File: src/design/lrelu_data_pkg.sv
package lrelu_data_pkg;

  // activation select, one bit in REG_CTRL
  typedef enum logic {
    ACT_LEAKY = 1'b0,
    ACT_CLAMP = 1'b1
  } act_mode_e;

  typedef logic signed [7:0] pixel_t;

  localparam int PARAM_W = 16;  // read word of the parameter buffer

  // one stream beat, ready runs the other way
  typedef struct packed {
    logic   valid;
    pixel_t data;
  } pix_beat_t;

  // leaky view
  typedef struct packed {
    pixel_t     bias;       // upper byte
    logic [7:0] neg_shift;  // only [2:0] matter
  } leaky_param_t;

  // clamp view of the same word
  typedef struct packed {
    pixel_t hi;
    pixel_t lo;
  } clamp_param_t;

  // one 16 bit parameter, meaning set by the mode
  typedef union packed {
    leaky_param_t leaky;
    clamp_param_t clamp;
  } lrelu_param_u;

endpackage
File: src/design/lrelu_cfg_pkg.sv
package lrelu_cfg_pkg;

  import lrelu_data_pkg::*;

  localparam int APB_ADDR_W = 5;
  localparam int APB_DATA_W = 32;

  // register map, word aligned
  localparam logic [APB_ADDR_W-1:0] REG_CTRL   = 5'h00;  // enable, mode
  localparam logic [APB_ADDR_W-1:0] REG_W_MAX  = 5'h04;  // last byte address
  localparam logic [APB_ADDR_W-1:0] REG_R_MAX  = 5'h08;  // last parameter index
  localparam logic [APB_ADDR_W-1:0] REG_PARAM  = 5'h0C;  // byte push, write only
  localparam logic [APB_ADDR_W-1:0] REG_STATUS = 5'h10;  // write pointer, read only

  typedef struct packed {
    logic      enable;
    act_mode_e mode;
  } lrelu_ctrl_t;

  // host side of the bus
  typedef struct packed {
    logic                  psel;
    logic                  penable;
    logic                  pwrite;
    logic [APB_ADDR_W-1:0] paddr;
    logic [APB_DATA_W-1:0] pwdata;
  } apb_req_t;

  typedef struct packed {
    logic [APB_DATA_W-1:0] prdata;
    logic                  pready;
    logic                  pslverr;
  } apb_rsp_t;

endpackage

File: src/design/lrelu_top.sv
`timescale 1ns/1ps

module lrelu_top #(
  parameter int W_DEPTH = 16,
  parameter int W_WIDTH = 8
) (
  input  logic                      clk,
  input  logic                      rst,
  input  lrelu_cfg_pkg::apb_req_t   apb_req,
  output lrelu_cfg_pkg::apb_rsp_t   apb_rsp,
  input  lrelu_data_pkg::pix_beat_t s_pix,
  output logic                      s_ready,
  output lrelu_data_pkg::pix_beat_t m_pix,
  input  logic                      m_ready
);

  import lrelu_cfg_pkg::*;
  import lrelu_data_pkg::*;

  localparam int W_ADDR_W = $clog2(W_DEPTH);
  localparam int R_ADDR_W = $clog2(W_DEPTH * W_WIDTH / PARAM_W);

  lrelu_ctrl_t         ctrl;
  logic [W_ADDR_W-1:0] w_addr_max;
  logic [W_ADDR_W-1:0] w_ptr;
  logic [R_ADDR_W-1:0] r_addr_max;
  logic [W_WIDTH-1:0]  wr_data;
  logic                wr_en;
  logic                restart;
  logic                w_restart;
  logic                wr_busy;
  logic                rd_en;
  lrelu_param_u        rd_data;

  // host side, writer of the parameter buffer
  lrelu_apb_regs #(
    .W_DEPTH (W_DEPTH),
    .W_WIDTH (W_WIDTH)
  ) lrelu_apb_regs_inst (
    .clk        (clk),
    .rst        (rst),
    .apb_req    (apb_req),
    .apb_rsp    (apb_rsp),
    .ctrl       (ctrl),
    .w_addr_max (w_addr_max),
    .r_addr_max (r_addr_max),
    .wr_en      (wr_en),
    .restart    (restart),
    .w_restart  (w_restart),
    .wr_data    (wr_data),
    .w_ptr      (w_ptr)
  );

  cyclic_bram #(
    .W_DEPTH (W_DEPTH),
    .W_WIDTH (W_WIDTH)
  ) cyclic_bram_inst (
    .clk        (clk),
    .rst        (rst),
    .wr_en      (wr_en),
    .wr_data    (wr_data),
    .w_addr_max (w_addr_max),
    .w_restart  (w_restart),
    .rd_en      (rd_en),
    .r_addr_max (r_addr_max),
    .restart    (restart),
    .rd_data    (rd_data),
    .wr_busy    (wr_busy),
    .w_ptr      (w_ptr)
  );

  // stream side, reader of the parameter buffer
  lrelu_unit lrelu_unit_inst (
    .clk     (clk),
    .rst     (rst),
    .ctrl    (ctrl),
    .s_pix   (s_pix),
    .s_ready (s_ready),
    .m_pix   (m_pix),
    .m_ready (m_ready),
    .rd_en   (rd_en),
    .rd_data (rd_data),
    .wr_busy (wr_busy)
  );

endmodule

File: src/design/lrelu_unit.sv
`timescale 1ns/1ps

module lrelu_unit (
  input  logic                         clk,
  input  logic                         rst,
  input  lrelu_cfg_pkg::lrelu_ctrl_t   ctrl,
  input  lrelu_data_pkg::pix_beat_t    s_pix,
  output logic                         s_ready,
  output lrelu_data_pkg::pix_beat_t    m_pix,
  input  logic                         m_ready,
  output logic                         rd_en,
  input  lrelu_data_pkg::lrelu_param_u rd_data,
  input  logic                         wr_busy
);

  import lrelu_data_pkg::*;

  logic              s1_valid;
  pixel_t            s1_pix;
  act_mode_e         s1_mode;  // mode as seen at accept
  logic              out_valid;
  pixel_t            out_data;
  logic              out_free;
  logic              s1_open;
  logic signed [8:0] leaky_sum;
  logic signed [8:0] leaky_shf;
  pixel_t            leaky_res;
  pixel_t            clamp_lo;
  pixel_t            clamp_res;
  pixel_t            act_res;

  // handshake
  assign out_free = !out_valid || m_ready;
  assign s1_open  = !s1_valid || out_free;
  assign s_ready  = ctrl.enable && !wr_busy && s1_open;
  assign rd_en    = s_pix.valid && s_ready;  // fetch rides on the input transfer

  // stage 1, pixel waits one cycle for its parameter word
  always_ff @(posedge clk) begin
    if (rst) s1_valid <= 1'b0;
    else if (s1_open) s1_valid <= rd_en;
  end

  always_ff @(posedge clk) begin
    if (rd_en) begin
      s1_pix  <= s_pix.data;
      s1_mode <= ctrl.mode;
    end
  end

  // rd_data only moves on the next accept, so it stays paired with s1_pix
  // leaky path, 9 bit sum so nothing wraps before saturation
  assign leaky_sum = 9'(s1_pix) + 9'(rd_data.leaky.bias);  // sign extended
  assign leaky_shf = leaky_sum[8] ? (leaky_sum >>> rd_data.leaky.neg_shift[2:0])
                                  : leaky_sum;
  assign leaky_res = (leaky_shf > 9'sd127)  ? 8'sh7f :
                     (leaky_shf < -9'sd128) ? 8'sh80 : pixel_t'(leaky_shf);

  // clamp path, low bound first
  assign clamp_lo  = (s1_pix < rd_data.clamp.lo) ? rd_data.clamp.lo : s1_pix;
  assign clamp_res = (clamp_lo > rd_data.clamp.hi) ? rd_data.clamp.hi : clamp_lo;

  assign act_res = (s1_mode == ACT_CLAMP) ? clamp_res : leaky_res;

  // stage 2, output register
  always_ff @(posedge clk) begin
    if (rst) out_valid <= 1'b0;
    else if (out_free) out_valid <= s1_valid;
  end

  always_ff @(posedge clk) begin
    if (out_free && s1_valid) out_data <= act_res;
  end

  assign m_pix = '{valid: out_valid, data: out_data};

  // back-pressure holds the beat untouched
  m_pix_stable: assert property (
    @(posedge clk) disable iff (rst) m_pix.valid && !m_ready |=> $stable(m_pix)
  ) else $error("m_pix changed while stalled");

endmodule

File: src/design/cyclic_bram.sv
`timescale 1ns/1ps

module cyclic_bram #(
  parameter int W_DEPTH = 16,
  parameter int W_WIDTH = 8
) (
  input  logic                                                       clk,
  input  logic                                                       rst,
  input  logic                                                       wr_en,
  input  logic [W_WIDTH-1:0]                                         wr_data,
  input  logic [$clog2(W_DEPTH)-1:0]                                 w_addr_max,
  input  logic                                                       w_restart,
  input  logic                                                       rd_en,
  input  logic [$clog2(W_DEPTH*W_WIDTH/lrelu_data_pkg::PARAM_W)-1:0] r_addr_max,
  input  logic                                                       restart,
  output lrelu_data_pkg::lrelu_param_u                               rd_data,
  output logic                                                       wr_busy,
  output logic [$clog2(W_DEPTH)-1:0]                                 w_ptr
);

  import lrelu_data_pkg::*;

  localparam int W_ADDR_W = $clog2(W_DEPTH);
  localparam int R_ADDR_W = $clog2(W_DEPTH * W_WIDTH / PARAM_W);

  logic [W_ADDR_W-1:0] w_addr;  // where the next byte lands
  logic [R_ADDR_W-1:0] r_ptr;
  logic [R_ADDR_W-1:0] r_ptr_next;
  logic                rd_go;
  logic [PARAM_W-1:0]  rd_word;

  // w_ptr holds the last written slot, so all ones means next write at 0
  // >= also pulls a stale pointer back after the limit shrinks
  assign w_addr = (w_ptr >= w_addr_max) ? '0 : w_ptr + 1'b1;

  always_ff @(posedge clk) begin
    if (rst || w_restart) w_ptr <= '1;
    else if (wr_en) w_ptr <= w_addr;
  end

  assign rd_go      = rd_en && !wr_en;  // write port has priority
  assign r_ptr_next = (r_ptr >= r_addr_max) ? '0 : r_ptr + 1'b1;

  // restart wins, a read in the same cycle still uses the old index
  always_ff @(posedge clk) begin
    if (rst || restart) r_ptr <= '0;
    else if (rd_go) r_ptr <= r_ptr_next;
  end

  sdp_bram #(
    .W_DEPTH (W_DEPTH),
    .W_WIDTH (W_WIDTH)
  ) sdp_bram_inst (
    .clk     (clk),
    .wr_en   (wr_en),
    .wr_addr (w_addr),
    .wr_data (wr_data),
    .rd_en   (rd_go),
    .rd_addr (r_ptr),
    .rd_data (rd_word)
  );

  assign rd_data = lrelu_param_u'(rd_word);
  assign wr_busy = wr_en;

  // all ones is the start value before the first byte of a load
  w_ptr_in_range: assert property (
    @(posedge clk) disable iff (rst) (w_ptr == '1) || (w_ptr <= w_addr_max)
  ) else $error("write pointer past w_addr_max");

  // a read only uses an index inside the parameter window
  r_ptr_in_range: assert property (
    @(posedge clk) disable iff (rst) rd_go |-> r_ptr <= r_addr_max
  ) else $error("read pointer past r_addr_max");

  // stream unit must stall on a buffer write
  no_rd_in_wr: assert property (
    @(posedge clk) disable iff (rst) !(rd_en && wr_en)
  ) else $error("rd_en issued in a write cycle");

endmodule

File: src/design/sdp_bram.sv
`timescale 1ns/1ps

module sdp_bram #(
  parameter int W_DEPTH = 16,
  parameter int W_WIDTH = 8
) (
  input  logic                                                       clk,
  input  logic                                                       wr_en,
  input  logic [$clog2(W_DEPTH)-1:0]                                 wr_addr,
  input  logic [W_WIDTH-1:0]                                         wr_data,
  input  logic                                                       rd_en,
  input  logic [$clog2(W_DEPTH*W_WIDTH/lrelu_data_pkg::PARAM_W)-1:0] rd_addr,
  output logic [lrelu_data_pkg::PARAM_W-1:0]                         rd_data
);

  import lrelu_data_pkg::*;

  localparam int RATIO = PARAM_W / W_WIDTH;  // narrow words per read word

  logic [W_WIDTH-1:0] mem [W_DEPTH];

  always_ff @(posedge clk) begin
    if (wr_en) mem[wr_addr] <= wr_data;
  end

  // wide registered read, lower address in the low lane
  always_ff @(posedge clk) begin
    if (rd_en) begin
      for (int k = 0; k < RATIO; k++) begin
        rd_data[k*W_WIDTH +: W_WIDTH] <= mem[rd_addr*RATIO + k];
      end
    end
  end

endmodule

File: src/design/lrelu_apb_regs.sv
`timescale 1ns/1ps

module lrelu_apb_regs #(
  parameter int W_DEPTH = 16,
  parameter int W_WIDTH = 8
) (
  input  logic                                                       clk,
  input  logic                                                       rst,
  input  lrelu_cfg_pkg::apb_req_t                                    apb_req,
  output lrelu_cfg_pkg::apb_rsp_t                                    apb_rsp,
  output lrelu_cfg_pkg::lrelu_ctrl_t                                 ctrl,
  output logic [$clog2(W_DEPTH)-1:0]                                 w_addr_max,
  output logic [$clog2(W_DEPTH*W_WIDTH/lrelu_data_pkg::PARAM_W)-1:0] r_addr_max,
  output logic                                                       wr_en,
  output logic                                                       restart,
  output logic                                                       w_restart,
  output logic [W_WIDTH-1:0]                                         wr_data,
  input  logic [$clog2(W_DEPTH)-1:0]                                 w_ptr
);

  import lrelu_cfg_pkg::*;
  import lrelu_data_pkg::*;

  localparam int W_ADDR_W = $clog2(W_DEPTH);
  localparam int R_ADDR_W = $clog2(W_DEPTH * W_WIDTH / PARAM_W);

  logic                  access;
  logic                  wr_acc;
  logic                  rd_acc;
  logic                  addr_ok;
  logic [APB_DATA_W-1:0] rdata;

  // pready is tied high, so the first access cycle is the only one
  assign access = apb_req.psel && apb_req.penable;
  assign wr_acc = access && apb_req.pwrite;
  assign rd_acc = access && !apb_req.pwrite;

  // strobes toward the buffer, valid in the access cycle
  assign wr_en     = wr_acc && (apb_req.paddr == REG_PARAM);
  assign restart   = wr_acc && (apb_req.paddr == REG_CTRL);
  assign w_restart = wr_acc && (apb_req.paddr == REG_W_MAX);
  assign wr_data   = apb_req.pwdata[W_WIDTH-1:0];

  always_ff @(posedge clk) begin
    if (rst) begin
      ctrl.enable <= 1'b0;
      ctrl.mode   <= ACT_LEAKY;
      w_addr_max  <= '0;
      r_addr_max  <= '0;
    end else if (wr_acc) begin
      case (apb_req.paddr)
        REG_CTRL: begin
          ctrl.enable <= apb_req.pwdata[0];
          ctrl.mode   <= act_mode_e'(apb_req.pwdata[1]);
        end
        REG_W_MAX: w_addr_max <= apb_req.pwdata[W_ADDR_W-1:0];
        REG_R_MAX: r_addr_max <= apb_req.pwdata[R_ADDR_W-1:0];
        default: ;  // PARAM goes out as a strobe, STATUS ignores writes
      endcase
    end
  end

  // read mux and offset check
  always_comb begin
    addr_ok = 1'b1;
    rdata   = '0;
    case (apb_req.paddr)
      REG_CTRL: begin
        rdata[0] = ctrl.enable;
        rdata[1] = ctrl.mode;
      end
      REG_W_MAX:  rdata[W_ADDR_W-1:0] = w_addr_max;
      REG_R_MAX:  rdata[R_ADDR_W-1:0] = r_addr_max;
      REG_PARAM:  addr_ok = apb_req.pwrite;  // no read path
      REG_STATUS: rdata[W_ADDR_W-1:0] = w_ptr;
      default:    addr_ok = 1'b0;
    endcase
  end

  assign apb_rsp = '{
    prdata:  rd_acc ? rdata : '0,
    pready:  1'b1,
    pslverr: access && !addr_ok
  };

  // access phase only ever comes with a select
  apb_penable_psel: assert property (
    @(posedge clk) disable iff (rst) apb_req.penable |-> apb_req.psel
  ) else $error("APB penable high without psel");

endmodule

File: config.mk
export PLATFORM = sky130hd
export DESIGN_NAME = lrelu_top
export DESIGN_NICKNAME = d
export VERILOG_FILES = /design/src/design/lrelu_data_pkg.sv /design/src/design/lrelu_cfg_pkg.sv /design/src/design/lrelu_top.sv /design/src/design/lrelu_unit.sv /design/src/design/cyclic_bram.sv /design/src/design/sdp_bram.sv /design/src/design/lrelu_apb_regs.sv
export SDC_FILE = /design/constraint.sdc
export NUM_CORES = 1
export LEC_CHECK = 0
export ABC_AREA = 1
export BUFFER_PORTS_ARGS = -buffer_cell sky130_fd_sc_hd__buf_2
export CORE_MARGIN = 5
export CORE_UTILIZATION = 52
export CTS_CLUSTER_DIAMETER = 60
export CTS_CLUSTER_SIZE = 24
export DETAILED_ROUTE_END_ITERATION = 8
export PLACE_DENSITY = 0.7
export SYNTH_ARGS = -nofsm -noshare
export SYNTH_HDL_FRONTEND = slang
export SYNTH_SLANG_ARGS = --single-unit
File: constraint.sdc
create_clock -name clk -period 4.2 [get_ports clk]
set_input_delay 0.21 -clock clk [delete_from_list [all_inputs] [get_ports clk]]
set_output_delay 0.21 -clock clk [all_outputs]
set_load 0.01 [all_outputs]
Yosys cells after proc, flatten, opt, wreduce, memory -nomap -nowiden:

Memory sizes are Yosys's and may differ from the RTL's. A register that Yosys moved wholly into a read port is not among the register bits.
Index checks and enable logic that the tools add are counted.

* flip-flop bits (word level): 35
* bits in latches: 0
* memory bits (writable): 128
* ROM bits: 0
* input bits: 52
* output and inout port bits: 44
* logic and storage cells: 68
* memories kept: 1

* $add $sub $neg: 4
* multipliers: 0
* div/mod/pow operators: 0
* magnitude comparators: 6
* equal/unequal tests: 4
* shifts and indexed selects: 1
* mux-type cells: 15
* bitwise gates (word level): 0
* reduce and logical (&&, ||, !) cells: 26

Memory list
* cyclic_bram_inst.sdp_bram_inst.mem: words 16, width 8, read ports 2, clocked after memory_dff 2, write ports 1, line sdp_bram.sv:20 `logic [W_WIDTH-1:0] mem [W_DEPTH];`

Operator list (count)
* 8-bit two-way mux: 5
* 1-bit logical AND: 12
* 5-bit by 4-bit == test with 1-bit output (second input constant): 2
* 8-bit by 8-bit adder with 9-bit output: 1
* 9-bit by 8-bit greater-than comparator with 1-bit output (second input constant): 1
* 9-bit by 8-bit < comparator with 1-bit output (second input constant): 1
* 9-bit two-way mux: 1
* 9-bit by 3-bit >>> shifter with 9-bit output: 1
* 4-bit by 1-bit adder with 4-bit output (second input constant): 2
* 8-bit greater-than comparator: 1
* 8-bit < comparator: 1
* 4-bit two-way mux: 2
* 2-bit case mux with 4 select lines: 1
* 2-bit AND reduction: 3
* 5-bit by 3-bit == test with 1-bit output (second input constant): 1
* 5-bit == test (second input constant): 1
* 1-bit zero test: 5
* 5-bit zero test: 1
* 4-bit >= comparator: 1
* 1-bit logical OR: 4
* 1-bit case mux with 2 select lines: 2
* 4-bit OR reduction: 1
* 3-bit by 1-bit adder with 3-bit output (second input constant): 1
* 3-bit >= comparator: 1
* other kinds (3): 4

Logic depth before layout (Yosys ltp):

Gate-level depths: netlist of the first run.

* depth in word-level cells: 8
* gate-level depth with buffers: 25
* depth with buffers taken out: 23

Modules after synthesis:

From an unflattened synthesis of the first run, not the netlist that was laid out.

* cell total of the unflattened synthesis: 1145
* area total of the unflattened synthesis: 9890.7 um^2

By module, submodules not included
* sdp_bram: times used 1, cells an instance 598, area an instance 6195.9 um^2, seq. area each 4324.1 um^2
* lrelu_unit: times used 1, cells an instance 321, area an instance 2174.6 um^2, seq. area each 550.5 um^2
* lrelu_apb_regs: times used 1, cells an instance 144, area an instance 957.2 um^2, seq. area each 180.2 um^2
* cyclic_bram: times used 1, cells an instance 82, area an instance 563.0 um^2, seq. area each 140.1 um^2

Least setup slack after synthesis of the first run:

No wires, ideal clock.

* path type: register to register
* start: reg cyclic_bram_inst.sdp_bram_inst.rd_data[1] (netlist name) (read register of cyclic_bram_inst.sdp_bram_inst.mem)
* end: reg lrelu_unit_inst.out_data[1] (data pin)
* library setup time: 252 ps
* data arrival time: 3029 ps
* required time: 3948 ps
* path slack: 919 ps
* stages on the path, launching flop included: 23
* path buffers: 2
* clock period less this slack: 3281 ps
* path through: edfxtp_1 buf_2 inv_1 buf_2 ha_1 o21ai_0 nand2_1 nand3_1 nand2_1 nand2_1 nand2_1 nand2_2 nand2_1 nand2_1 nand2_1 ha_1 a21oi_1 o21ai_0 a21oi_2 xor2_2 nand3_1 nand3_1 nand2_1

* longest elaborated chain between the ends: 6
* elaborated cells between the ends (all ways): 11
* those cells by class: order compare: 4; shift: 1; mux: 6

RTL lines
* start, declared: line sdp_bram.sv:13 `output logic [lrelu_data_pkg::PARAM_W-1:0] rd_data`
* parallel branches: the longest is 5 deep, another holds 8-bit < comparator
* 8-bit two-way mux *: line lrelu_unit.sv:63 `assign act_res = (s1_mode == ACT_CLAMP) ? clamp_res : leaky_res;`
* net lrelu_unit_inst.act_res[1]: line lrelu_unit.sv:30 `pixel_t act_res;`
* end signal, assigned: line lrelu_unit.sv:72 `if (out_free && s1_valid) out_data <= act_res;`
* end, declared: line lrelu_unit.sv:22 `pixel_t out_data;`

Mark *: on every way through the listed nets, which the timed path passes.
A chain may end at the register's enable or synchronous reset.

Worst setup path in the final report of the first run:

* start: reg cyclic_bram_inst.sdp_bram_inst.rd_data[2] (netlist name) (read register of cyclic_bram_inst.sdp_bram_inst.mem)
* end: reg lrelu_unit_inst.out_data[5] (data pin)

The elaborated chain is that of the path after synthesis.

==> results of run 1 <==
-- layout make-up --
type,count,area share
well taps,220,0.02782
clock inverters,13,0.01543
repair buffers,61,0.03895
inverters,76,0.02883
clock buffers,19,0.04375
multi-input cells,628,0.3201
flip-flops and latches,179,0.5252
-- Yosys cell counts, drive strengths merged --
cell type | n | share of area
o22ai | 17 | 0.012
ha | 32 | 0.045
nand4 | 3 | 0.0021
or2 | 1 | 0.00070
o211ai | 4 | 0.0034
nor2 | 164 | 0.071
dfxtp | 18 | 0.041
a41oi | 1 | 0.00099
xnor2 | 1 | 0.00099
fa | 1 | 0.0023
nor3b | 2 | 0.0017
clkbuf | 27 | 0.013
clkinv | 1 | 0.00042
a21oi | 26 | 0.015
conb | 2 | 0.00085
nand3 | 91 | 0.053
and2 | 1 | 0.00070
nand2 | 141 | 0.061
edfxtp | 161 | 0.54
a221oi | 1 | 0.00099
a211oi | 7 | 0.0059
o221ai | 1 | 0.00099
nor3 | 6 | 0.0034
o21a | 2 | 0.0017
inv | 75 | 0.032
xor2 | 3 | 0.0038
buf | 32 | 0.026
o21ai | 75 | 0.042
a31oi | 16 | 0.011
nand3b | 3 | 0.0030
-- sequential cells by signal, indices dropped and copies added (netlist names) --
| name | cells |
|---|---|
| lrelu_unit_inst.out_data | 8 |
| lrelu_unit_inst.out_valid | 1 |
| cyclic_bram_inst.sdp_bram_inst.mem | 128 |
| lrelu_apb_regs_inst.r_addr_max | 3 |
| lrelu_apb_regs_inst.w_addr_max | 4 |
| lrelu_apb_regs_inst.ctrl | 2 |
| cyclic_bram_inst.w_ptr | 4 |
| lrelu_unit_inst.s1_mode | 1 |
| cyclic_bram_inst.r_ptr | 3 |
| lrelu_unit_inst.s1_valid | 1 |
| lrelu_unit_inst.s1_pix | 8 |
| cyclic_bram_inst.sdp_bram_inst.rd_data | 16 |
-- power by group through the flow --
stage          logic (mW)  clock network, mW  registers, mW
2_1_floorplan      0.0525                  0           1.97
3_3_place_gp       0.0715                  0           1.97
3_5_place_dp       0.0724                  0           1.97
4_1_cts            0.0784               1.58           1.93
5_1_grt            0.0893               1.67           1.93
6_report           0.0798               1.56           1.93
-- stage by stage --
stage,setup WS [ps],hold slack [ps]
after global placement,604.7,387.3
after global routing,122.3,76.52
final,506.8,61.96
after CTS,568.0,45.36
after detailed placement,579.9,388.1
after floorplan,918.7,288.5
-- worst max-delay path, stage by stage, from the launching register on --
cell      delay (ps)
edfxtp_1         520
inv_1            190
ha_1             320
nand3_1           80
nand2_1           50
nand2_1           90
nand2_1           70
nand2_2          140
nand2_1          220
nand2_1          140
nand2_1           60
ha_1             330
a21oi_1          150
o21ai_0          110
a21oi_2          160
xor2_2           390
nand2_2          220
nand3_1          120
nand3_1          110
nand2_1          100
-- final timing paths --
path / slack [ps] / startpoint / end / depth (start not counted)
min reg2reg: 490 / lrelu_unit_inst.s1_valid / lrelu_unit_inst.out_valid / 2
max reg2reg: 510 / cyclic_bram_inst.sdp_bram_inst.rd_data[2] / lrelu_unit_inst.out_data[5] / 19
min: 60 / m_ready / lrelu_unit_inst.out_valid / 4
max: 510 / cyclic_bram_inst.sdp_bram_inst.rd_data[2] / lrelu_unit_inst.out_data[5] / 19
-- metal layers --
metal  wire, um  track usage  vias to the layer above
met5          0            0                        -
met4        343      0.06170                        0
met3        880      0.03962                       28
met2       9600       0.3286                      170
met1       8229       0.2540                     2950
li1           -            -                     3209
-- cell families after synthesis --
family	count (synthesis)	share of synthesized area
AO/OA/AOI/OAI	150	0.09447
XOR/XNOR	4	0.004788
adder cells (fa/ha/maj)	33	0.04730
buffers and inverters	135	0.07110
flip-flops	179	0.5845
other	2	0.0008450
AND/OR/NAND/NOR	412	0.1970
-- timing repair --
| item | 4_1_cts | 5_1_grt |
|---|---|---|
| buffers inserted | 0 | 0 |
| hold endpoints to repair | 8 | 0 |
| hold buffers | 8 | 0 |
==> flow_summary.yaml, run 1 <==
status:
  status: "complete, no violations"
synthesis:
  netlist_area_mm2: 0.008887
  yosysWarnings: 0
  synth_cells: 915
  synth_cell_types: 41
  ys_ff_latch: 179
  ys_seq_area_frac: 0.5845
  syn_area_per_cell_um2: 9.713
place:
  dp.cells: 1156
  portBuffers: 42
  hpwl_um: 12910
  placed_area_mm2: 0.009229
  gp_congestion: 0.8552
detailed_routing:
  vias: 6357
  dr.first_iter.drc_count: 422
  drcViolationCount: 0
  ant_nets: 0
  dr.pass1.iters: 5
  routed_wl_um: 19050
  viasPerCell: 5.315
  wl_per_cell_um: 15.93
sta:
  setup_violations: 0
  finalCritPeriodShare: 0.8793
  rsz0062_at_grt: "no"
  worst_pin_slew_ps: 1111
  fmax_mhz: 270.8
  tns_ps: 0
  min_period_ps: 3693
  final_hold_viol_count: 0
  final_max_slew_viol_count: 0
  finClkSkew_ps: 6.282
  relSlewSlack: 0.2586
final_layout:
  fin_util: 0.5924
  fin_area_mm2: 0.009894
  drive_above_1_share: 0.09734
  syn_to_final_growth_pct: 11.33
  layout_commonest_cell: "nor2_1"
  nNetsFinal: 1048
  mostFrequentLayoutCells: "162 x nor2_1, 161 x edfxtp_1, 137 x nand2_1"
  n_antenna_cell: 0
  multi_input_area_mm2: 0.003167
  instances_no_fill: 1196
  n_fill_cell: 1408
  register_area_mm2: 0.005196
pwr:
  power.internal_mw: 2.845
  power_mw: 3.573
  power.switching_mw: 0.7283
  comb_power_share: 0.022
  cellPowerDensity_mw_per_mm2: 361.1
  peakVddDrop_mv: 0.2922
  leakage_nw: 3.887
  pwr-share-clk: 0.436
  p_seq_frac: 0.541
  netSwitchingFraction: 0.2038
floorplanning:
  core_area_mm2: 0.01670
  io_pins: 96
  die_h_um: 140.7
  fp.dieW_um: 140.7
  start_util: 0.5321
  die_area_mm2: 0.01980
  rows: 47
clocking:
  cts_tree: "done"
  cts.sinks: 179
  cts_resized: 0
  cts_buffer_depth: 2
  clock-root-buffer: "clkbuf_16"
  clk_pin_slew_worst_paths_ps: 70
  clkLatencyLatePin_ps: 420
  htreeDepth: 4
  cts_buffers: 17
global_route:
  grt_first_pass_wirelength_um: 30250
  grt-ovfl-total: 0
  grt_usage: 0.1947
  grt_max_degree: 67
  antenna_found_initial: 0
  grt_pass1_vias: 5947
worst_hold_path:
  hold_path.class: "in2reg"
critical_path:
  start_kind: "register"
  end_kind: "register"
  critical_path_class: "reg2reg"
  cp.required_ps: 4490
  cp_max_fo: 9
  arrival_ps: 3980
job:
  maxCapViolations: 0
Power figures use the tool's default switching activity.
==> inputs of run 2 (changes only) <==
- CTS_BUF_LIST: not set -> sky130_fd_sc_hd__clkbuf_2 sky130_fd_sc_hd__clkbuf_4 sky130_fd_sc_hd__clkbuf_8
==> run 2 against run 1 <==
  * Design area shrank 1.8%
  * Clock power down 24%
  * Critical path depth did not move
  * Worst hold slack improved by 31 ps
  * Non-clock buffer count increased by 1
  * Final cell count hardly changed
  * Sequential power is essentially flat
  * Global-route usage decreased by 0.30 points
  * Routed wire length shrank 1.1%
==> flow_summary.yaml, run 2 (synthesis results as in run 1) <==
sta:
  setup_violations: 0
  finClkSkew_ps: 10.76
  min_period_ps: 3694
  relSlewSlack: 0.2748
  rsz0062_at_grt: "no"
  fin_ws_ps: 505.5
  finalCritPeriodShare: 0.8796
  tns_ps: 0
  final_max_slew_viol_count: 0
  fmax_mhz: 270.7
  final_hold_viol_count: 0
  worst_pin_slew_ps: 1087
final_layout:
  fin_area_mm2: 0.009721
  n_antenna_cell: 0
  largest_register: "cyclic_bram_inst.sdp_bram_inst.mem"
  n_fill_cell: 1441
  nNetsFinal: 1049
  largestRegisters: "cyclic_bram_inst.sdp_bram_inst.mem: 128 flops, cyclic_bram_inst.sdp_bram_inst.rd_data: 16 flops"
  drive_above_1_share: 0.09928
  instances_no_fill: 1197
  layout_commonest_cell: "nor2_1"
  fin_util: 0.5820
  largest_reg_flops: 128
  mostFrequentLayoutCells: "162 x nor2_1, 161 x edfxtp_1, 137 x nand2_1"
  syn_to_final_growth_pct: 9.376
detailed_routing:
  viasPerCell: 5.312
  met1_length_um: 8152
  routed_wl_um: 18830
  wl_per_cell_um: 15.73
  vias: 6358
  met2_length_um: 9300
  dr.pass1.iters: 5
  dr.first_iter.drc_count: 348
  drcViolationCount: 0
  ant_nets: 0
  dr_wl_met3_um: 818
  highest_layer: "met4"
critical_path:
  path_cells: "inv_1 -> ha_1 -> nand3_1 -> nand2_1 -> nand2_1 -> nand2_1 -> nand2_2 -> nand2_1 -> nand2_1 -> nand2_1 -> ha_1 -> a21oi_1 -> o21ai_0 -> a21oi_2 -> xor2_2 -> nand2_2 -> nand3_1 -> nand3_1 -> nand2_1"
  start_kind: "register"
  crit_slowest_cell: "edfxtp_1"
  cp.required_ps: 4530
  cp_max_fo: 9
  critical_path_class: "reg2reg"
  cp_slowest_stage_delay_ps: 530
  end_kind: "register"
  arrival_ps: 4020
  crit_buf_inv: 1
  path_common_cell: "nand2_1"
  cp_top_family: "simple AND/OR/NAND/NOR gates"
place:
  hpwl_um: 12910
  placed_area_mm2: 0.009229
  dp.cells: 1156
  gp_congestion: 0.8552
  portBuffers: 42
  pre_cts_ws_ps: 579.9
clocking:
  clock-root-buffer: "clkbuf_8"
  cts_setup_buffers: 0
  htreeDepth: 4
  clk_pin_slew_worst_paths_ps: 90
  cts_buffers: 17
  cts_hold_buf: 9
  clkLatencyLatePin_ps: 460
  cts_buffer_depth: 2
  cts_resized: 0
  cts_tree: "done"
  cts.sinks: 179
floorplanning:
  io_pins: 96
  fp.dieW_um: 140.7
  rows: 47
  die_h_um: 140.7
  core_area_mm2: 0.01670
  start_util: 0.5321
  die_area_mm2: 0.01980
global_route:
  antenna_found_initial: 0
  grt_first_pass_wirelength_um: 29920
  grt-ovfl-total: 0
  grt_pass1_vias: 5938
  grt_max_degree: 67
  grt_usage: 0.1916
pwr:
  peakVddDrop_mv: 0.1832
  leakage_nw: 3.811
  cellPowerDensity_mw_per_mm2: 328.1
job:
  maxCapViolations: 0
status:
  status: "complete, no violations"
worst_hold_path:
  hold_path.class: "in2reg"
-- run 2: layout make-up --
cell class | instances | area [um2] | share of cell area
flip-flops and latches | 179 | 5196 | 0.5346
multi-input cells | 628 | 3167 | 0.3258
repair buffers | 62 | 395.4 | 0.04067
inverters | 76 | 285.3 | 0.02935
well taps | 220 | 275.3 | 0.02832
clock buffers | 19 | 249.0 | 0.02561
clock inverters | 13 | 152.6 | 0.01570
-- run 2: final timing paths --
check,start,to,slack [ps],cells past startpoint
max,cyclic_bram_inst.sdp_bram_inst.rd_data[2],lrelu_unit_inst.out_data[5],510,19
min,rst,lrelu_apb_regs_inst.w_addr_max[0],90,2
max reg2reg,cyclic_bram_inst.sdp_bram_inst.rd_data[2],lrelu_unit_inst.out_data[5],510,19
min reg2reg,lrelu_unit_inst.s1_valid,lrelu_unit_inst.out_valid,490,2
-- run 2: where the power goes --
group	internal (mW)	total, mW	switching [mW]
sequential	1.93	1.93	0.000828
combinational	0.0228	0.0802	0.0574
clock	0.553	1.18	0.623
-- run 2: routing by layer --
layer  GRT usage  up-vias
met1      0.2500     2941
met3     0.03454       43
met2      0.3196      170
met5           0        -
li1            -     3204
met4     0.07547        0
-- run 2: metrics by stage --
step,power [mW],hold WS (ps)
final,3.189,92.54
after global routing,3.304,102.3
after CTS,3.213,60.53
after detailed placement,2.046,388.1
after global placement,2.045,387.3
after floorplan,2.027,288.5
==> inputs of run 3 (changes only) <==
- HOLD_SLACK_MARGIN: not set -> 0.12
==> run 3 against run 2 <==
  * Worst setup slack got worse by 17 ps
  * Worst hold slack improved by 64 ps
  * Total power increased by 0.15%
  * Non-clock buffer count increased by 7
  * Clock power about the same
  * Sequential power about the same
  * Core utilization increased by 0.42 points
  * Clock skew decreased by 1.2 ps
  * Sequential share of layout area decreased by 0.38 points
  * Largest power group unchanged
  * Highest routed layer unchanged
==> flow_summary.yaml, run 3 (synthesis results as in run 1) <==
place:
  hpwl_um: 12910
  gp_congestion: 0.8552
  portBuffers: 42
clocking:
  cts_tree: "done"
  clk_pin_slew_worst_paths_ps: 90
  clkLatencyLatePin_ps: 460
  cts.sinks: 179
  htreeDepth: 4
  cts_buffer_depth: 2
  cts_hold_buf: 16
  cts_setup_buffers: 0
  cts_buffers: 17
  cts_resized: 0
  clock-root-buffer: "clkbuf_8"
detailed_routing:
  routed_wl_um: 18970
  dr.pass1.iters: 5
  dr.first_iter.drc_count: 334
  viasPerCell: 5.299
  drcViolationCount: 0
  ant_nets: 0
  wl_per_cell_um: 15.75
  vias: 6380
floorplanning:
  die_area_mm2: 0.01980
  core_area_mm2: 0.01670
  die_h_um: 140.7
  io_pins: 96
  start_util: 0.5321
  rows: 47
  fp.dieW_um: 140.7
worst_hold_path:
  min_to: "cyclic_bram_inst.sdp_bram_inst.mem[8][6]"
  whs_path_depth: 1
  hold_path.class: "in2reg"
  hold_start: "apb_req[6]"
sta:
  fmax_mhz: 269.4
  finalCritPeriodShare: 0.8837
  final_max_slew_viol_count: 0
  tns_ps: 0
  rsz0062_at_grt: "no"
  final_hold_viol_count: 0
  worst_pin_slew_ps: 1079
  relSlewSlack: 0.2796
  min_period_ps: 3711
  finClkSkew_ps: 9.538
  setup_violations: 0
critical_path:
  arrival_ps: 4040
  critical_path_class: "reg2reg"
  cp.required_ps: 4530
  cp_max_fo: 9
  end_kind: "register"
  crit-reg2reg-capture: "lrelu_unit_inst.out_data[5]"
  start_kind: "register"
  r2r_setup_slack_ps: 490
  reg2reg_from: "cyclic_bram_inst.sdp_bram_inst.rd_data[2]"
  worst_r2r_path_depth: 19
global_route:
  grt_max_degree: 67
  grt_usage: 0.1921
  grt-ovfl-total: 0
  grt_first_pass_wirelength_um: 29980
  grt_pass1_vias: 5962
  antenna_found_initial: 0
pwr:
  peakVddDrop_mv: 0.1838
  leakage_nw: 3.845
  power_mw: 3.194
  cellPowerDensity_mw_per_mm2: 326.2
final_layout:
  largest_reg_flops: 128
  syn_to_final_growth_pct: 10.16
  largestRegisters: "cyclic_bram_inst.sdp_bram_inst.mem: 128 flops, cyclic_bram_inst.sdp_bram_inst.rd_data: 16 flops"
  n_antenna_cell: 0
  n_fill_cell: 1434
  mostFrequentLayoutCells: "162 x nor2_1, 161 x edfxtp_1, 137 x nand2_1"
  layout_commonest_cell: "nor2_1"
  largest_register: "cyclic_bram_inst.sdp_bram_inst.mem"
  drive_above_1_share: 0.09858
  nNetsFinal: 1056
status:
  status: "complete, no violations"
job:
  maxCapViolations: 0
[run 3: changes by cell type in the layout (fill, tap and decap cells not counted)]
cell           change
dlygate4sd3_1      +7
[run 3: worst max-delay path by stage]
stage                     slack (ps)                                      start  cells after the start                     endpoint
after detailed placement         580  cyclic_bram_inst.sdp_bram_inst.rd_data[2]                     19  lrelu_unit_inst.out_data[5]
after global placement           600  cyclic_bram_inst.sdp_bram_inst.rd_data[2]                     19  lrelu_unit_inst.out_data[5]
after global routing             110  cyclic_bram_inst.sdp_bram_inst.rd_data[2]                     19  lrelu_unit_inst.out_data[5]
final                            490  cyclic_bram_inst.sdp_bram_inst.rd_data[2]                     19  lrelu_unit_inst.out_data[5]
after CTS                        560  cyclic_bram_inst.sdp_bram_inst.rd_data[2]                     19  lrelu_unit_inst.out_data[5]
after floorplan                  920  cyclic_bram_inst.sdp_bram_inst.rd_data[1]                     22  lrelu_unit_inst.out_data[1]
[run 3: power by group]
| group | switching, mW | internal (mW) |
|---|---|---|
| Sequential | 0.000832 | 1.93 |
| Combinational | 0.0581 | 0.0258 |
| Clock | 0.624 | 0.553 |
| Total | 0.683 | 2.51 |
[run 3: routing by layer]
| metal | vias up | track usage | share of wire |
|---|---|---|---|
| li1 | 3222 | - | - |
| met1 | 2953 | 0.2500 | 0.43 |
| met2 | 164 | 0.3213 | 0.49 |
| met3 | 41 | 0.03420 | 0.043 |
| met4 | 0 | 0.07547 | 0.029 |
| met5 | - | 0 | 0 |
[run 3: area by class of cell]
cell class,instances,area [um2],share of cell area
clock buffers,19,249.0,0.02543
multi-input cells,628,3167,0.3235
repair buffers,69,465.4,0.04754
flip-flops and latches,179,5196,0.5307
clock inverters,13,152.6,0.01559
well taps,220,275.3,0.02812
inverters,76,285.3,0.02914
[run 3: worst max-delay path: stages, from the launching register on]
cell and delay [ps]:
edfxtp_1 530, inv_1 190, ha_1 320, nand3_1 80
nand2_1 50, nand2_1 80, nand2_1 70, nand2_2 140
nand2_1 230, nand2_1 150, nand2_1 60, ha_1 330
a21oi_1 150, o21ai_0 110, a21oi_2 160, xor2_2 380
nand2_2 220, nand3_1 120, nand3_1 110, nand2_1 100
[run 3: per-stage QoR]
| stage | area, um2 | utilization | hold slack, ps | std cells | setup WS [ps] |
|---|---|---|---|---|---|
| 2_1_floorplan | 8989 | - | 288.5 | 942 | 918.7 |
| 3_3_place_gp | 9229 | 0.5526 | 387.3 | 1156 | 604.7 |
| 3_5_place_dp | 9229 | 0.5526 | 388.1 | 1156 | 579.9 |
| 4_1_cts | 9791 | 0.5862 | 121.6 | 1204 | 563.3 |
| 5_1_grt | 9791 | 0.5862 | 145.5 | 1204 | 107.6 |
| 6_report | 9791 | 0.5862 | 156.6 | 1204 | 488.7 |
